`src/source/stm_consts.svh`:
```
`ifndef STM_CONSTS_SVH
`define STM_CONSTS_SVH

// two sample banks
`define STM_NUM_SEGMENT 2

// sync, tic and sample index width
`define STM_IDX_W 16

// 256 samples per segment
`define STM_DEPTH_W 8

`define STM_DATA_W 32

// rep value that loops forever
`define STM_REP_INFINITE 32'hffff_ffff

// credits granted by the consumer at reset
`define STM_CREDITS 4

`endif

```
`src/source/stm_pkg.sv`:
```
package stm_pkg;

  // how a requested segment change starts
  typedef enum logic [7:0] {
    sync_idx = 8'h00,
    sys_time = 8'h01,
    gpio     = 8'h02,
    ext      = 8'hf0
  } stm_transition_mode_e;

  typedef enum logic [1:0] {
    wait_start    = 2'd0,
    finite_loop   = 2'd1,
    infinite_loop = 2'd2
  } stm_swap_state_e;

  // output index follows the timer or the tic counter
  typedef enum logic {
    idx_sync = 1'b0,
    idx_tic  = 1'b1
  } stm_idx_mode_e;

endpackage

```
`src/source/stm_settings_if.sv`:
```
`include "stm_consts.svh"

interface stm_settings_if;
  import stm_pkg::*;

  logic                  update;  // one cycle pulse
  logic                  req_segment;
  stm_transition_mode_e  transition_mode;
  logic [63:0]           transition_value;  // target time or gpio number
  logic [`STM_IDX_W-1:0] cycle [`STM_NUM_SEGMENT];
  logic [`STM_IDX_W-1:0] freq_div [`STM_NUM_SEGMENT];
  logic [31:0]           rep [`STM_NUM_SEGMENT];

  modport source (
    output update, req_segment, transition_mode, transition_value, cycle, freq_div, rep
  );

  modport timer (input cycle, freq_div);

  modport swap (
    input update, req_segment, transition_mode, transition_value, cycle, rep
  );

endinterface

```
`src/source/stm_timer.sv`:
```
`include "stm_consts.svh"

module stm_timer (
  input  logic                  CLK,
  input  logic                  rst,
  stm_settings_if.timer         settings,
  output logic [`STM_IDX_W-1:0] sync_idx [`STM_NUM_SEGMENT]
);

  for (genvar i = 0; i < `STM_NUM_SEGMENT; i++) begin : gen_seg
    logic [`STM_IDX_W-1:0] presc;
    logic [`STM_IDX_W-1:0] idx_q;
    logic                  tick;

    // freq_div of 0 behaves like 1
    assign tick = ({1'b0, presc} + 1'b1) >= {1'b0, settings.freq_div[i]};

    always_ff @(posedge CLK) begin
      if (rst) begin
        presc <= '0;
        idx_q <= '0;
      end else if (tick) begin
        presc <= '0;
        if (idx_q >= settings.cycle[i]) begin  // wrap after last index
          idx_q <= '0;
        end else begin
          idx_q <= idx_q + 1'b1;
        end
      end else begin
        presc <= presc + 1'b1;
      end
    end

    assign sync_idx[i] = idx_q;
  end

endmodule

```
`src/flat_wrapper.sv`:
```
// flat-port wrapper written by rule: the top's interface ports become plain ports
module stm_timer_flat 
  (CLK, rst, sync_idx, settings_cycle, settings_freq_div);
  stm_settings_if settings_i ();
  input  logic CLK;
  input  logic rst;
  output logic [`STM_IDX_W-1:0] sync_idx[`STM_NUM_SEGMENT];
  input wire logic [$bits(settings_i.cycle)-1:0] settings_cycle;
  input wire logic [$bits(settings_i.freq_div)-1:0] settings_freq_div;
  assign settings_i.cycle = {>>{settings_cycle}};
  assign settings_i.freq_div = {>>{settings_freq_div}};
  stm_timer u_core (.CLK(CLK), .rst(rst), .settings(settings_i), .sync_idx(sync_idx));
endmodule
```
`config.mk`:
```
export PLATFORM = sky130hd
export DESIGN_NAME = stm_timer_flat
export DESIGN_NICKNAME = d
export VERILOG_FILES = /design/src/source/stm_pkg.sv /design/src/source/stm_settings_if.sv /design/src/source/stm_timer.sv /design/src/flat_wrapper.sv
export VERILOG_INCLUDE_DIRS = /design/src /design/src/source
export SDC_FILE = /design/constraint.sdc
export NUM_CORES = 1
export LEC_CHECK = 0
export BUFFER_PORTS_ARGS = -buffer_cell sky130_fd_sc_hd__buf_2
export CAP_MARGIN = 10
export CORE_MARGIN = 2
export CORE_UTILIZATION = 41
export CTS_CLUSTER_SIZE = 40
export DETAILED_ROUTE_END_ITERATION = 8
export SLEW_MARGIN = 15
export SYNTH_ARGS = -nofsm -noshare
export SYNTH_HDL_FRONTEND = slang
export SYNTH_SLANG_ARGS = --single-unit
```
`constraint.sdc`:
```
create_clock -name CLK -period 10.04 [get_ports CLK]
set_clock_uncertainty 0.15 [all_clocks]
set_input_delay 2.51 -clock CLK [delete_from_list [all_inputs] [get_ports CLK]]
set_output_delay 2.51 -clock CLK [all_outputs]
set_load 0.02 [all_outputs]
```
==> impl_metrics.env <==
export IMPL_status="finished, final reports clean"
export IMPL_cts_buffers=9
export IMPL_worstHoldPathType="reg -> reg"
export IMPL_post_drt_wl_per_cell_um=12.9
export IMPL_start_util_pct=41.5
export IMPL_synth_area_leaders="dfxtp_1, ha_1, inv_1"
export IMPL_critPathCaptureType="flop"
export IMPL_crit_path_start_kind="input port"
export IMPL_yosys_area_share_simple_pct=24.7
export IMPL_grt_start_max_net_pins=49
export IMPL_dp_cells=815
export IMPL_root_buffer="clkbuf_16"
export IMPL_pin_count=98
export IMPL_power_leakage_nw=2.64
export IMPL_drt_iter0_markers=139
export IMPL_switchingPower_mw=0.140
export IMPL_switching_share_pct=22.2
export IMPL_crit_type="in -> reg"
export IMPL_dieArea_um2=12300
export IMPL_worstPathCellList="buf_2 > inv_1 > ha_1 > a211oi_1 > o22ai_1 > nor4_1 > a21oi_1 > a21oi_1 > buf_4 > or4b_1 > a31oi_1"
export IMPL_die_h_um=111
export IMPL_drive_above_1_share_pct=17.4
export IMPL_pwr_share_clk_pct=49.6
export IMPL_muxShareOfSynthArea_pct=0
export IMPL_synthCells=588
export IMPL_setup_worst_path_end="u_core.gen_seg[0].idx_q[14]"
export IMPL_hold_buffers=0
export IMPL_port_buffers=97
export IMPL_r2r_slack_ns=5.80
export IMPL_crit_start="settings_cycle[21]"
export IMPL_fill_cells=1126
export IMPL_synth_avg_cell_area_um2=7.99
export IMPL_reg2reg_to="u_core.gen_seg[1].idx_q[10]"
export IMPL_post_dp_hpwl_mm=8.40
export IMPL_viasPerCell=5.25
export IMPL_ctsResizeCount=0
export IMPL_post_synth_instance_area_um2=4700
export IMPL_hold_violations=0
export IMPL_p_int_mw=0.488
export IMPL_required_ns=10.14
export IMPL_design_core_area_um2=11300
export IMPL_syn_to_final_growth_pct=19.3
export IMPL_gr_total_overflow=0
export IMPL_synthXorXnorAreaFrac_pct=5.22
export IMPL_ys_flop_type="dfxtp_1"
export IMPL_synth_top_family_by_area="simple AND/OR/NAND/NOR gates"
export IMPL_synth_edf_count=0
export IMPL_drc=0
export IMPL_grt_pass1_wl_mm=18.5
export IMPL_synth_compound_area_share_pct=16.8
export IMPL_die_w_um=111
export IMPL_fmax_mhz=197
export IMPL_rsz0062_at_grt="no"
export IMPL_synth_nets=722
export IMPL_crit_fanout=11
export IMPL_post_cts_setup_buffers=0
export IMPL_period_needed_ns=5.09
export IMPL_setup_viol=0
export IMPL_p_per_area_nw_per_um2=112
export IMPL_yosysTopAreaCell="dfxtp_1"
export IMPL_cts_tree="done"
export IMPL_crit_slowest_cell="a21oi_1"
export IMPL_drv_slew=0
export IMPL_clock_latency_ns=0.33
export IMPL_grt_total_usage_pct=17.8
export IMPL_final_nets=817
export IMPL_clk_pin_slew_ns=0.05
export IMPL_max_stage_delay_ns=0.68
export IMPL_final_setup_tns_ns=0
export IMPL_antenna_found_initial=0
export IMPL_r2r_cells=14
export IMPL_seq_area_frac_synth_pct=27.3
export IMPL_rows=39
export IMPL_post_route_period_util_pct=50.7
export IMPL_cts_sinks=64
export IMPL_grt_pass1_vias=4117
export IMPL_gp_congestion=0.800
export IMPL_ant_nets=0
export IMPL_cap_violations=0
export IMPL_holdCritStartpoint="u_core.gen_seg[0].presc[0]"
export IMPL_slew_headroom_pct=40.8
export IMPL_cp_data_arrival_time_ns=5.19
export IMPL_ir_worst_vdd_mv=0.0526
export IMPL_ys_types=52
export IMPL_synth_async_reset_ratio_pct=0
export IMPL_synth_fa_ha_area_share_pct=18.1
export IMPL_cts_path_max_buffers=2
export IMPL_final_core_util_pct=49.5
export IMPL_via_count=4360
export IMPL_wl_mm=10.7
export IMPL_combPwrFrac_pct=8.9
export IMPL_n_antenna_cell=0
export IMPL_ys_warn_count=0
export IMPL_worst_path_most_repeated_cell="a21oi_1"
export IMPL_drt_pass1_iter_count=4
export IMPL_yosys_register_bits=64
export IMPL_synth_top_area_share_pct=27.3
export IMPL_r2r_start="u_core.gen_seg[1].presc[0]"
export IMPL_worstMarginPinSlew_ns=0.885
export IMPL_htree_levels=3
export IMPL_p_seq_share_pct=41.5
export IMPL_final_cells=831
-- power groups by stage --
stage	sequential, mW	combinational, mW	clock, mW
floorplan	0.266	0.0335	0
global placement	0.265	0.0532	0
detailed placement	0.266	0.0562	0
CTS	0.260	0.0567	0.317
global route	0.260	0.0653	0.331
finish	0.260	0.0559	0.311
-- per-layer routing --
layer,up-vias,track usage [%],share of wire (%)
met5,-,0,0
met4,0,6.50,1.7
met3,19,2.79,4.0
met2,89,29.7,46
met1,1979,23.3,48
li1,2273,-,-
-- sequential cells by signal, indices dropped and copies added, names as in the netlist --
register	cells
u_core.gen_seg.idx_q	32
u_core.gen_seg.presc	32
-- Yosys cell counts, types with 3 or more instances --
cell type	number
nor2_1	35
o21ai_0	18
xor2_1	8
or4_1	10
and3_1	11
o32ai_1	8
nor2b_1	28
nor4_1	4
a31oi_1	3
xnor2_1	20
or3_1	13
and2_1	4
clkbuf_1	11
o21a_1	3
dfxtp_1	64
nand2b_1	8
nand3_1	35
a221oi_1	3
o21ai_1	8
nand4_1	15
a21oi_1	43
nor3_1	5
a21o_1	4
inv_1	81
a211oi_1	8
nand2_1	36
ha_1	68
-- through the flow --
| stage | setup slack, ns | power [mW] | hold WS, ns | instance area [um2] |
|---|---|---|---|---|
| 3_3_place_gp | 4.73 | 0.319 | 0.300 | 5300 |
| 5_1_grt | 4.69 | 0.657 | 0.334 | 5600 |
| 2_1_floorplan | 5.25 | 0.299 | 0.279 | 4700 |
| 3_5_place_dp | 4.65 | 0.322 | 0.299 | 5300 |
| 6_report | 4.95 | 0.627 | 0.311 | 5600 |
| 4_1_cts | 4.99 | 0.634 | 0.311 | 5600 |
-- kinds of logic after synthesis --
kind of cell,Yosys count
DFF,64
buffers and inverters,95
AOI/OAI and AO/OA,118
xor gates and xnor gates,28
adders and majority gates,68
and+or+nand+nor,215
-- final cells by class --
| cell class | count | area, um2 | area share, % |
|---|---|---|---|
| repair buffers | 98 | 493 | 8.80 |
| well taps | 143 | 179 | 3.19 |
| flip-flops and latches | 64 | 1280 | 22.9 |
| clock buffers | 13 | 260 | 4.65 |
| multi-input cells | 429 | 3040 | 54.3 |
| clock inverters | 3 | 40.0 | 0.715 |
| inverters | 81 | 304 | 5.43 |
-- layout by cell type, fill, tap and decap left out, drive strengths merged, types with 9 or more instances in the layout --
cell type / n
a21oi: 43
and3: 11
buf: 98
clkbuf: 13
dfxtp: 64
ha: 68
inv: 81
nand2: 36
nand2b: 9
nand3: 35
nand4: 15
nor2: 35
nor2b: 28
o21ai: 27
or3: 13
or4: 10
xnor2: 20
-- critical path: cells and delay by family --
kind                       cells  cell delay (ns)
AOI/OAI and AO/OA              5             1.32
and+or+nand+nor                2             0.65
buffers and inverters          3             0.40
adders and majority gates      1             0.30
-- worst min-delay path by stage --
stage,end,slack [ns],cells past startpoint
3_5_place_dp,u_core.gen_seg[0].presc[0],0.30,1
2_1_floorplan,u_core.gen_seg[0].presc[0],0.28,1
4_1_cts,u_core.gen_seg[0].presc[0],0.31,1
6_report,u_core.gen_seg[0].presc[0],0.31,1
5_1_grt,u_core.gen_seg[0].presc[0],0.33,1
3_3_place_gp,u_core.gen_seg[0].presc[0],0.30,1
(Power assumes the default switching activity.)
