**config.mk**
```make
export PLATFORM = sky130hd
export DESIGN_NAME = stm_swapchain_flat
export DESIGN_NICKNAME = d
export VERILOG_FILES = /design/src/source/stm_pkg.sv /design/src/source/stm_settings_if.sv /design/src/source/stm_swapchain.sv /design/src/flat_wrapper.sv
export VERILOG_INCLUDE_DIRS = /design/src /design/src/source
export SDC_FILE = /design/constraint.sdc
export NUM_CORES = 1
export LEC_CHECK = 0
export BUFFER_PORTS_ARGS = -buffer_cell sky130_fd_sc_hd__buf_2
export CAP_MARGIN = 20
export CORE_AREA = 3 3 234 144
export CTS_CLUSTER_DIAMETER = 100
export DETAILED_ROUTE_END_ITERATION = 10
export DIE_AREA = 0 0 237 147
export SLEW_MARGIN = 40
export SYNTH_ARGS = -nofsm -noshare
export SYNTH_HDL_FRONTEND = slang
export SYNTH_SLANG_ARGS = --single-unit
```
**constraint.sdc**
```tcl
create_clock -name CLK -period 3.5 [get_ports CLK]
set_input_delay 0.525 -clock CLK [delete_from_list [all_inputs] [get_ports CLK]]
set_output_delay 0.525 -clock CLK [all_outputs]
set_load 0.02 [all_outputs]
```
**src/source/stm_consts.svh**
```systemverilog
`ifndef STM_CONSTS_SVH
`define STM_CONSTS_SVH

// two sample banks
`define STM_NUM_SEGMENT 2

// sync, tic and sample index width
`define STM_IDX_W 16

// 256 samples per segment
`define STM_DEPTH_W 8

`define STM_DATA_W 32

// rep value that loops forever
`define STM_REP_INFINITE 32'hffff_ffff

// credits granted by the consumer at reset
`define STM_CREDITS 4

`endif

```
**src/source/stm_pkg.sv**
```systemverilog
package stm_pkg;

  // how a requested segment change starts
  typedef enum logic [7:0] {
    sync_idx = 8'h00,
    sys_time = 8'h01,
    gpio     = 8'h02,
    ext      = 8'hf0
  } stm_transition_mode_e;

  typedef enum logic [1:0] {
    wait_start    = 2'd0,
    finite_loop   = 2'd1,
    infinite_loop = 2'd2
  } stm_swap_state_e;

  // output index follows the timer or the tic counter
  typedef enum logic {
    idx_sync = 1'b0,
    idx_tic  = 1'b1
  } stm_idx_mode_e;

endpackage

```
**src/source/stm_settings_if.sv**
```systemverilog
`include "stm_consts.svh"

interface stm_settings_if;
  import stm_pkg::*;

  logic                  update;  // one cycle pulse
  logic                  req_segment;
  stm_transition_mode_e  transition_mode;
  logic [63:0]           transition_value;  // target time or gpio number
  logic [`STM_IDX_W-1:0] cycle [`STM_NUM_SEGMENT];
  logic [`STM_IDX_W-1:0] freq_div [`STM_NUM_SEGMENT];
  logic [31:0]           rep [`STM_NUM_SEGMENT];

  modport source (
    output update, req_segment, transition_mode, transition_value, cycle, freq_div, rep
  );

  modport timer (input cycle, freq_div);

  modport swap (
    input update, req_segment, transition_mode, transition_value, cycle, rep
  );

endinterface

```
**src/source/stm_swapchain.sv**
```systemverilog
`include "stm_consts.svh"

module stm_swapchain (
  input  logic                  CLK,
  input  logic                  rst,
  stm_settings_if.swap          settings,
  input  logic [63:0]           sys_time,
  input  logic [3:0]            gpio_in,
  input  logic [`STM_IDX_W-1:0] sync_idx [`STM_NUM_SEGMENT],
  output logic                  segment,
  output logic                  stop,
  output logic [`STM_IDX_W-1:0] idx [`STM_NUM_SEGMENT]
);
  import stm_pkg::*;

  stm_swap_state_e       state;
  stm_idx_mode_e         idx_mode;
  logic                  ext_mode;
  logic                  req_seg_q;
  logic [31:0]           rep_q;
  logic [31:0]           loop_cnt;
  logic [64:0]           time_diff;  // bit 64 set once sys_time is past target
  logic [`STM_IDX_W-1:0] idx_old [`STM_NUM_SEGMENT];
  logic [`STM_IDX_W-1:0] tic_idx [`STM_NUM_SEGMENT];
  logic                  idx_changed [`STM_NUM_SEGMENT];
  logic [1:0]            gpio_sel;
  logic                  start;
  logic                  start_tic;
  logic                  act_changed;
  logic                  act_wrap;
  logic                  tic_last;
  logic                  pass_end;
  logic                  loop_done;

  always_ff @(posedge CLK) begin
    if (rst) begin
      time_diff <= '0;
    end else begin
      time_diff <= {1'b0, settings.transition_value} - {1'b0, sys_time};
    end
  end

  always_ff @(posedge CLK) begin
    if (rst) begin
      for (int i = 0; i < `STM_NUM_SEGMENT; i++) begin
        idx_old[i] <= '0;
      end
    end else begin
      idx_old <= sync_idx;
    end
  end

  for (genvar i = 0; i < `STM_NUM_SEGMENT; i++) begin : gen_idx
    assign idx_changed[i] = idx_old[i] != sync_idx[i];
    assign idx[i] = (idx_mode == idx_sync) ? idx_old[i] : tic_idx[i];
  end

  assign gpio_sel    = settings.transition_value[1:0];
  assign act_changed = idx_changed[segment];
  assign act_wrap    = act_changed && (sync_idx[segment] == '0);
  assign tic_last    = tic_idx[segment] == settings.cycle[segment];
  assign loop_done   = loop_cnt == rep_q;

  // one pass ends on a timer wrap, or when the tic counter rolls over
  assign pass_end = (idx_mode == idx_sync) ? act_wrap : (act_changed && tic_last);

  // trigger for the pending transition
  always_comb begin
    start     = 1'b0;
    start_tic = 1'b0;
    case (settings.transition_mode)
      stm_pkg::sync_idx: begin
        start = idx_changed[req_seg_q] && (sync_idx[req_seg_q] == '0);
      end
      stm_pkg::sys_time: begin
        start     = time_diff[64];
        start_tic = 1'b1;
      end
      stm_pkg::gpio: begin
        start     = idx_changed[req_seg_q] && gpio_in[gpio_sel];
        start_tic = 1'b1;
      end
      default: ;  // ext never waits
    endcase
  end

  always_ff @(posedge CLK) begin
    if (rst) begin
      segment   <= 1'b0;
      stop      <= 1'b0;
      state     <= infinite_loop;
      idx_mode  <= idx_sync;
      ext_mode  <= 1'b0;
      req_seg_q <= 1'b0;
      rep_q     <= '0;
      loop_cnt  <= '0;
      for (int i = 0; i < `STM_NUM_SEGMENT; i++) begin
        tic_idx[i] <= '0;
      end
    end else if (settings.update) begin
      if ((settings.req_segment == segment) ||
          (settings.rep[settings.req_segment] == `STM_REP_INFINITE)) begin
        // switch right away
        segment  <= settings.req_segment;
        stop     <= 1'b0;
        idx_mode <= idx_sync;
        ext_mode <= settings.transition_mode == stm_pkg::ext;
        state    <= infinite_loop;
      end else begin
        req_seg_q <= settings.req_segment;
        rep_q     <= settings.rep[settings.req_segment];
        state     <= wait_start;
      end
    end else begin
      case (state)
        wait_start: begin
          if (start) begin
            stop     <= 1'b0;
            loop_cnt <= '0;
            segment  <= req_seg_q;
            state    <= finite_loop;
            if (start_tic) begin
              idx_mode           <= idx_tic;
              tic_idx[req_seg_q] <= '0;
            end else begin
              idx_mode <= idx_sync;
            end
          end
        end
        infinite_loop: begin
          if (ext_mode && act_wrap) begin
            segment <= ~segment;  // ping-pong on every wrap
          end
        end
        finite_loop: begin
          if ((idx_mode == idx_tic) && act_changed) begin
            tic_idx[segment] <= tic_last ? '0 : tic_idx[segment] + 1'b1;
          end
          if (pass_end) begin
            if (loop_done) begin
              stop <= 1'b1;
            end else begin
              loop_cnt <= loop_cnt + 1'b1;
            end
          end
        end
        default: state <= infinite_loop;
      endcase
    end
  end

endmodule

```
**src/flat_wrapper.sv**
```systemverilog
// flat-port wrapper written by rule: the top's interface ports become plain ports
module stm_swapchain_flat import stm_pkg::*;
  (CLK, rst, sys_time, gpio_in, sync_idx, segment, stop, idx, settings_update, settings_req_segment, settings_transition_mode, settings_transition_value, settings_cycle, settings_rep);
  stm_settings_if settings_i ();
  input  logic CLK;
  input  logic rst;
  input  logic [63:0] sys_time;
  input  logic [3:0] gpio_in;
  input  logic [`STM_IDX_W-1:0] sync_idx[`STM_NUM_SEGMENT];
  output logic segment;
  output logic stop;
  output logic [`STM_IDX_W-1:0] idx[`STM_NUM_SEGMENT];
  input wire logic [$bits(settings_i.update)-1:0] settings_update;
  input wire logic [$bits(settings_i.req_segment)-1:0] settings_req_segment;
  input wire logic [$bits(settings_i.transition_mode)-1:0] settings_transition_mode;
  input wire logic [$bits(settings_i.transition_value)-1:0] settings_transition_value;
  input wire logic [$bits(settings_i.cycle)-1:0] settings_cycle;
  input wire logic [$bits(settings_i.rep)-1:0] settings_rep;
  assign settings_i.update = settings_update;
  assign settings_i.req_segment = settings_req_segment;
  assign settings_i.transition_mode = settings_transition_mode;
  assign settings_i.transition_value = settings_transition_value;
  assign settings_i.cycle = {>>{settings_cycle}};
  assign settings_i.rep = {>>{settings_rep}};
  stm_swapchain u_core (.CLK(CLK), .rst(rst), .settings(settings_i), .sys_time(sys_time), .gpio_in(gpio_in), .sync_idx(sync_idx), .segment(segment), .stop(stop), .idx(idx));
endmodule
```
==> results_dict.tcl <==
set metrics [dict create \
    reg2reg_depth 10 \
    grt_max_degree 65 \
    synth.net_count 1425 \
    end_kind "flip-flop" \
    relSlewSlack_pct 57.52 \
    start_util_pct 30.23 \
    finalHoldViolCount 0 \
    cts.sinks 137 \
    final-seq-area_um2 3063 \
    yosysMostFrequentCell "dfxtp_1" \
    synth_area_leader_cell "dfxtp_1" \
    wire_per_inst_um 18.42 \
    peakVddDrop_uv 340.7 \
    yosysTopAreaCellShare_pct 22.18 \
    p_per_area_nw_per_um2 362.1 \
    drv_cap 0 \
    cts_buffer_depth 2 \
    syn_inst 1085 \
    cts_setup_buffers 0 \
    h-tree-depth 4 \
    clk_pin_slew_worst_paths_ns 0.08 \
    cts_resized 0 \
    finClkSkew_ns 0.01754 \
    multi_input_area_um2 5933 \
    io_buffers 305 \
    nNetsFinal 1746 \
    antenna_found_initial 4 \
    worst_pin_slew_ns 0.6372 \
    hold_end "u_core.idx_old[1]" \
    rsz0062_at_grt "no" \
    synth.avg_cell_area_um2 8.733 \
    root_buffer "clkbuf_16" \
    finalMaxSlewViolations 0 \
    via_per_inst 5.014 \
    hold_buffers 0 \
    rows 50 \
    grt_first_pass_wirelength_um 51290 \
    die_y_um 147 \
    cp.required_ns 3.85 \
    grt_pass1_vias 9089 \
    worstPathMaxFanout 34 \
    synth.top_cells.by_count "105 x dfxtp_1, 102 x nor2_1, 76 x inv_1" \
    fmax_mhz 319.3 \
    cts_tree "built" \
    p_leak_nw 5.605 \
    hp-start "sync_idx[1]" \
    ys_warn_count 0 \
    reg2reg_to "u_core.loop_cnt[31]" \
    synth_area_um2 9475 \
    gp_congestion 0.9309 \
    totalWireLength_um 33800 \
    synthToLayoutAreaGrowth_pct 30.19 \
    chipWidth_um 237 \
    critPathArrivalTime_ns 3.48 \
    grtUsageTotal_pct 18.91 \
    post-dp-hpwl_um 28190 \
    startpoint_type "flip-flop" \
    cts_buffers 17 \
    hold_depth 2 \
    postRouteAntennaNets 0 \
    status "finished clean" \
    drtIter0Drc 738 \
    num_antenna_cells 0 \
    core_um2 31340 \
    timing.hold.ws_ns 0.3404 \
    ys_async_sr_fraction_pct 0 \
    drc 0 \
    yosys-top-cells-area "dfxtp_1 22%, edfxtp_1 10%, ha_1 9.0%, mux2i_1 6.7%, xor2_1 5.4%" \
    clock_latency_ns 0.43 \
    min_period_ns 3.132 \
    min_period_over_period_pct 89.48 \
    timing.setup.tns_ns 0 \
    ys_ff_latch 137 \
    synth-edff-count 32 \
    fillers 3157 \
    reg2reg_slack_ns 0.37 \
    yosysSeqAreaShare_pct 32.33 \
    firstDrtPassIters 5 \
    grt-ovfl-total 0 \
    dieArea_um2 34840 \
    synthFlopType "dfxtp_1" \
    drive_gt1_share_pct 30.30 \
    path_class "flip-flop to flip-flop" \
    ios 306 \
    finalSetupViolCount 0 \
    netlist-cell-type-count 60 \
    min_path_type "primary input to flip-flop" \
    vias 9200 \
]
worst max path at each step:
stage	startpoint	end	slack (ns)
after detailed placement	sync_idx[8]	u_core.tic_idx[0][0]	0.11
final	flip-flop	u_core.loop_cnt[31]	0.37
after global routing	flip-flop	u_core.loop_cnt[28]	0.06
after global placement	sync_idx[8]	u_core.tic_idx[0][14]	0.17
after CTS	flip-flop	u_core.loop_cnt[31]	0.35
after floorplan	u_core.segment	u_core.tic_idx[0][0]	0.13
logic make-up (layout without fill, tap and decap cells):
family | Yosys count | in the layout | share of synthesized area [%]
flip-flops | 137 | 137 | 32.33
adder cells (fa/ha/maj) | 68 | 68 | 8.979
AO/OA/AOI/OAI | 198 | 198 | 13.68
AND/OR/NAND/NOR | 360 | 360 | 19.68
XOR/XNOR | 99 | 99 | 9.151
multiplexers | 99 | 99 | 11.05
buffers and inverters | 124 | 458 | 5.136
metal layers:
| metal | wire length [um] | track usage [%] |
|---|---|---|
| met5 | 28 | 0 |
| met3 | 2537 | 3.809 |
| met2 | 15270 | 30.25 |
| met4 | 352 | 4.136 |
| met1 | 15610 | 26.35 |
sequential cells by signal, indices dropped and copies added (netlist names), 2 cells and up, named ones only:
signal           cells
u_core.rep_q        32
u_core.loop_cnt     32
u_core.tic_idx      32
u_core.state         2
u_core.idx_old      32
stage by stage:
stage / utilization (%) / setup WS [ns] / instance area [um2] / cells / power, mW
global route: 39.36 / 0.06252 / 12340 / 1835 / 4.670
floorplan: - / 0.1308 / 9475 / 1085 / 2.264
detailed placement: 37.45 / 0.1054 / 11740 / 1803 / 2.660
global placement: 37.45 / 0.1736 / 11740 / 1803 / 2.648
finish: 39.36 / 0.3683 / 12340 / 1835 / 4.467
CTS: 39.36 / 0.3477 / 12340 / 1835 / 4.504
worst max-delay path: stages (launching register included):
cell and delay, ns:
dfxtp_1 0.35, buf_12 0.21, mux2i_1 0.45, xor2_1 0.15, nor4_2 0.34, nand4_1 0.30
a2111oi_4 0.42, buf_4 0.20, o21ai_1 0.11, or3_1 0.37, a21oi_1 0.15
cell type report:
| class | count | area share (%) |
|---|---|---|
| Clock inverter | 15 | 1.400 |
| Clock buffer | 17 | 3.449 |
| Multi-Input combinational cell | 824 | 48.10 |
| Sequential cell | 137 | 24.83 |
| Timing Repair Buffer | 349 | 15.66 |
| Tap cell | 416 | 4.219 |
| Inverter | 77 | 2.343 |
cell usage in the layout (no fill, tap or decap), drive strengths merged, types with 32 or more instances in the layout:
| master | count |
|---|---|
| buf | 349 |
| nand4 | 39 |
| dfxtp | 105 |
| a21oi | 39 |
| nor2 | 102 |
| nand2 | 45 |
| xor2 | 58 |
| ha | 68 |
| mux2i | 63 |
| xnor2 | 41 |
| nor2b | 42 |
| inv | 87 |
| a211oi | 38 |
| mux2 | 35 |
| edfxtp | 32 |
| nand3 | 41 |
| o21ai | 55 |
power by group:
part,total [mW],internal (mW),switching [mW]
Clock,1.84,1.02,0.818
Combinational,0.867,0.407,0.460
Sequential,1.76,1.69,0.0683
Total,4.47,3.12,1.35
Power figures use the tool's default switching activity.
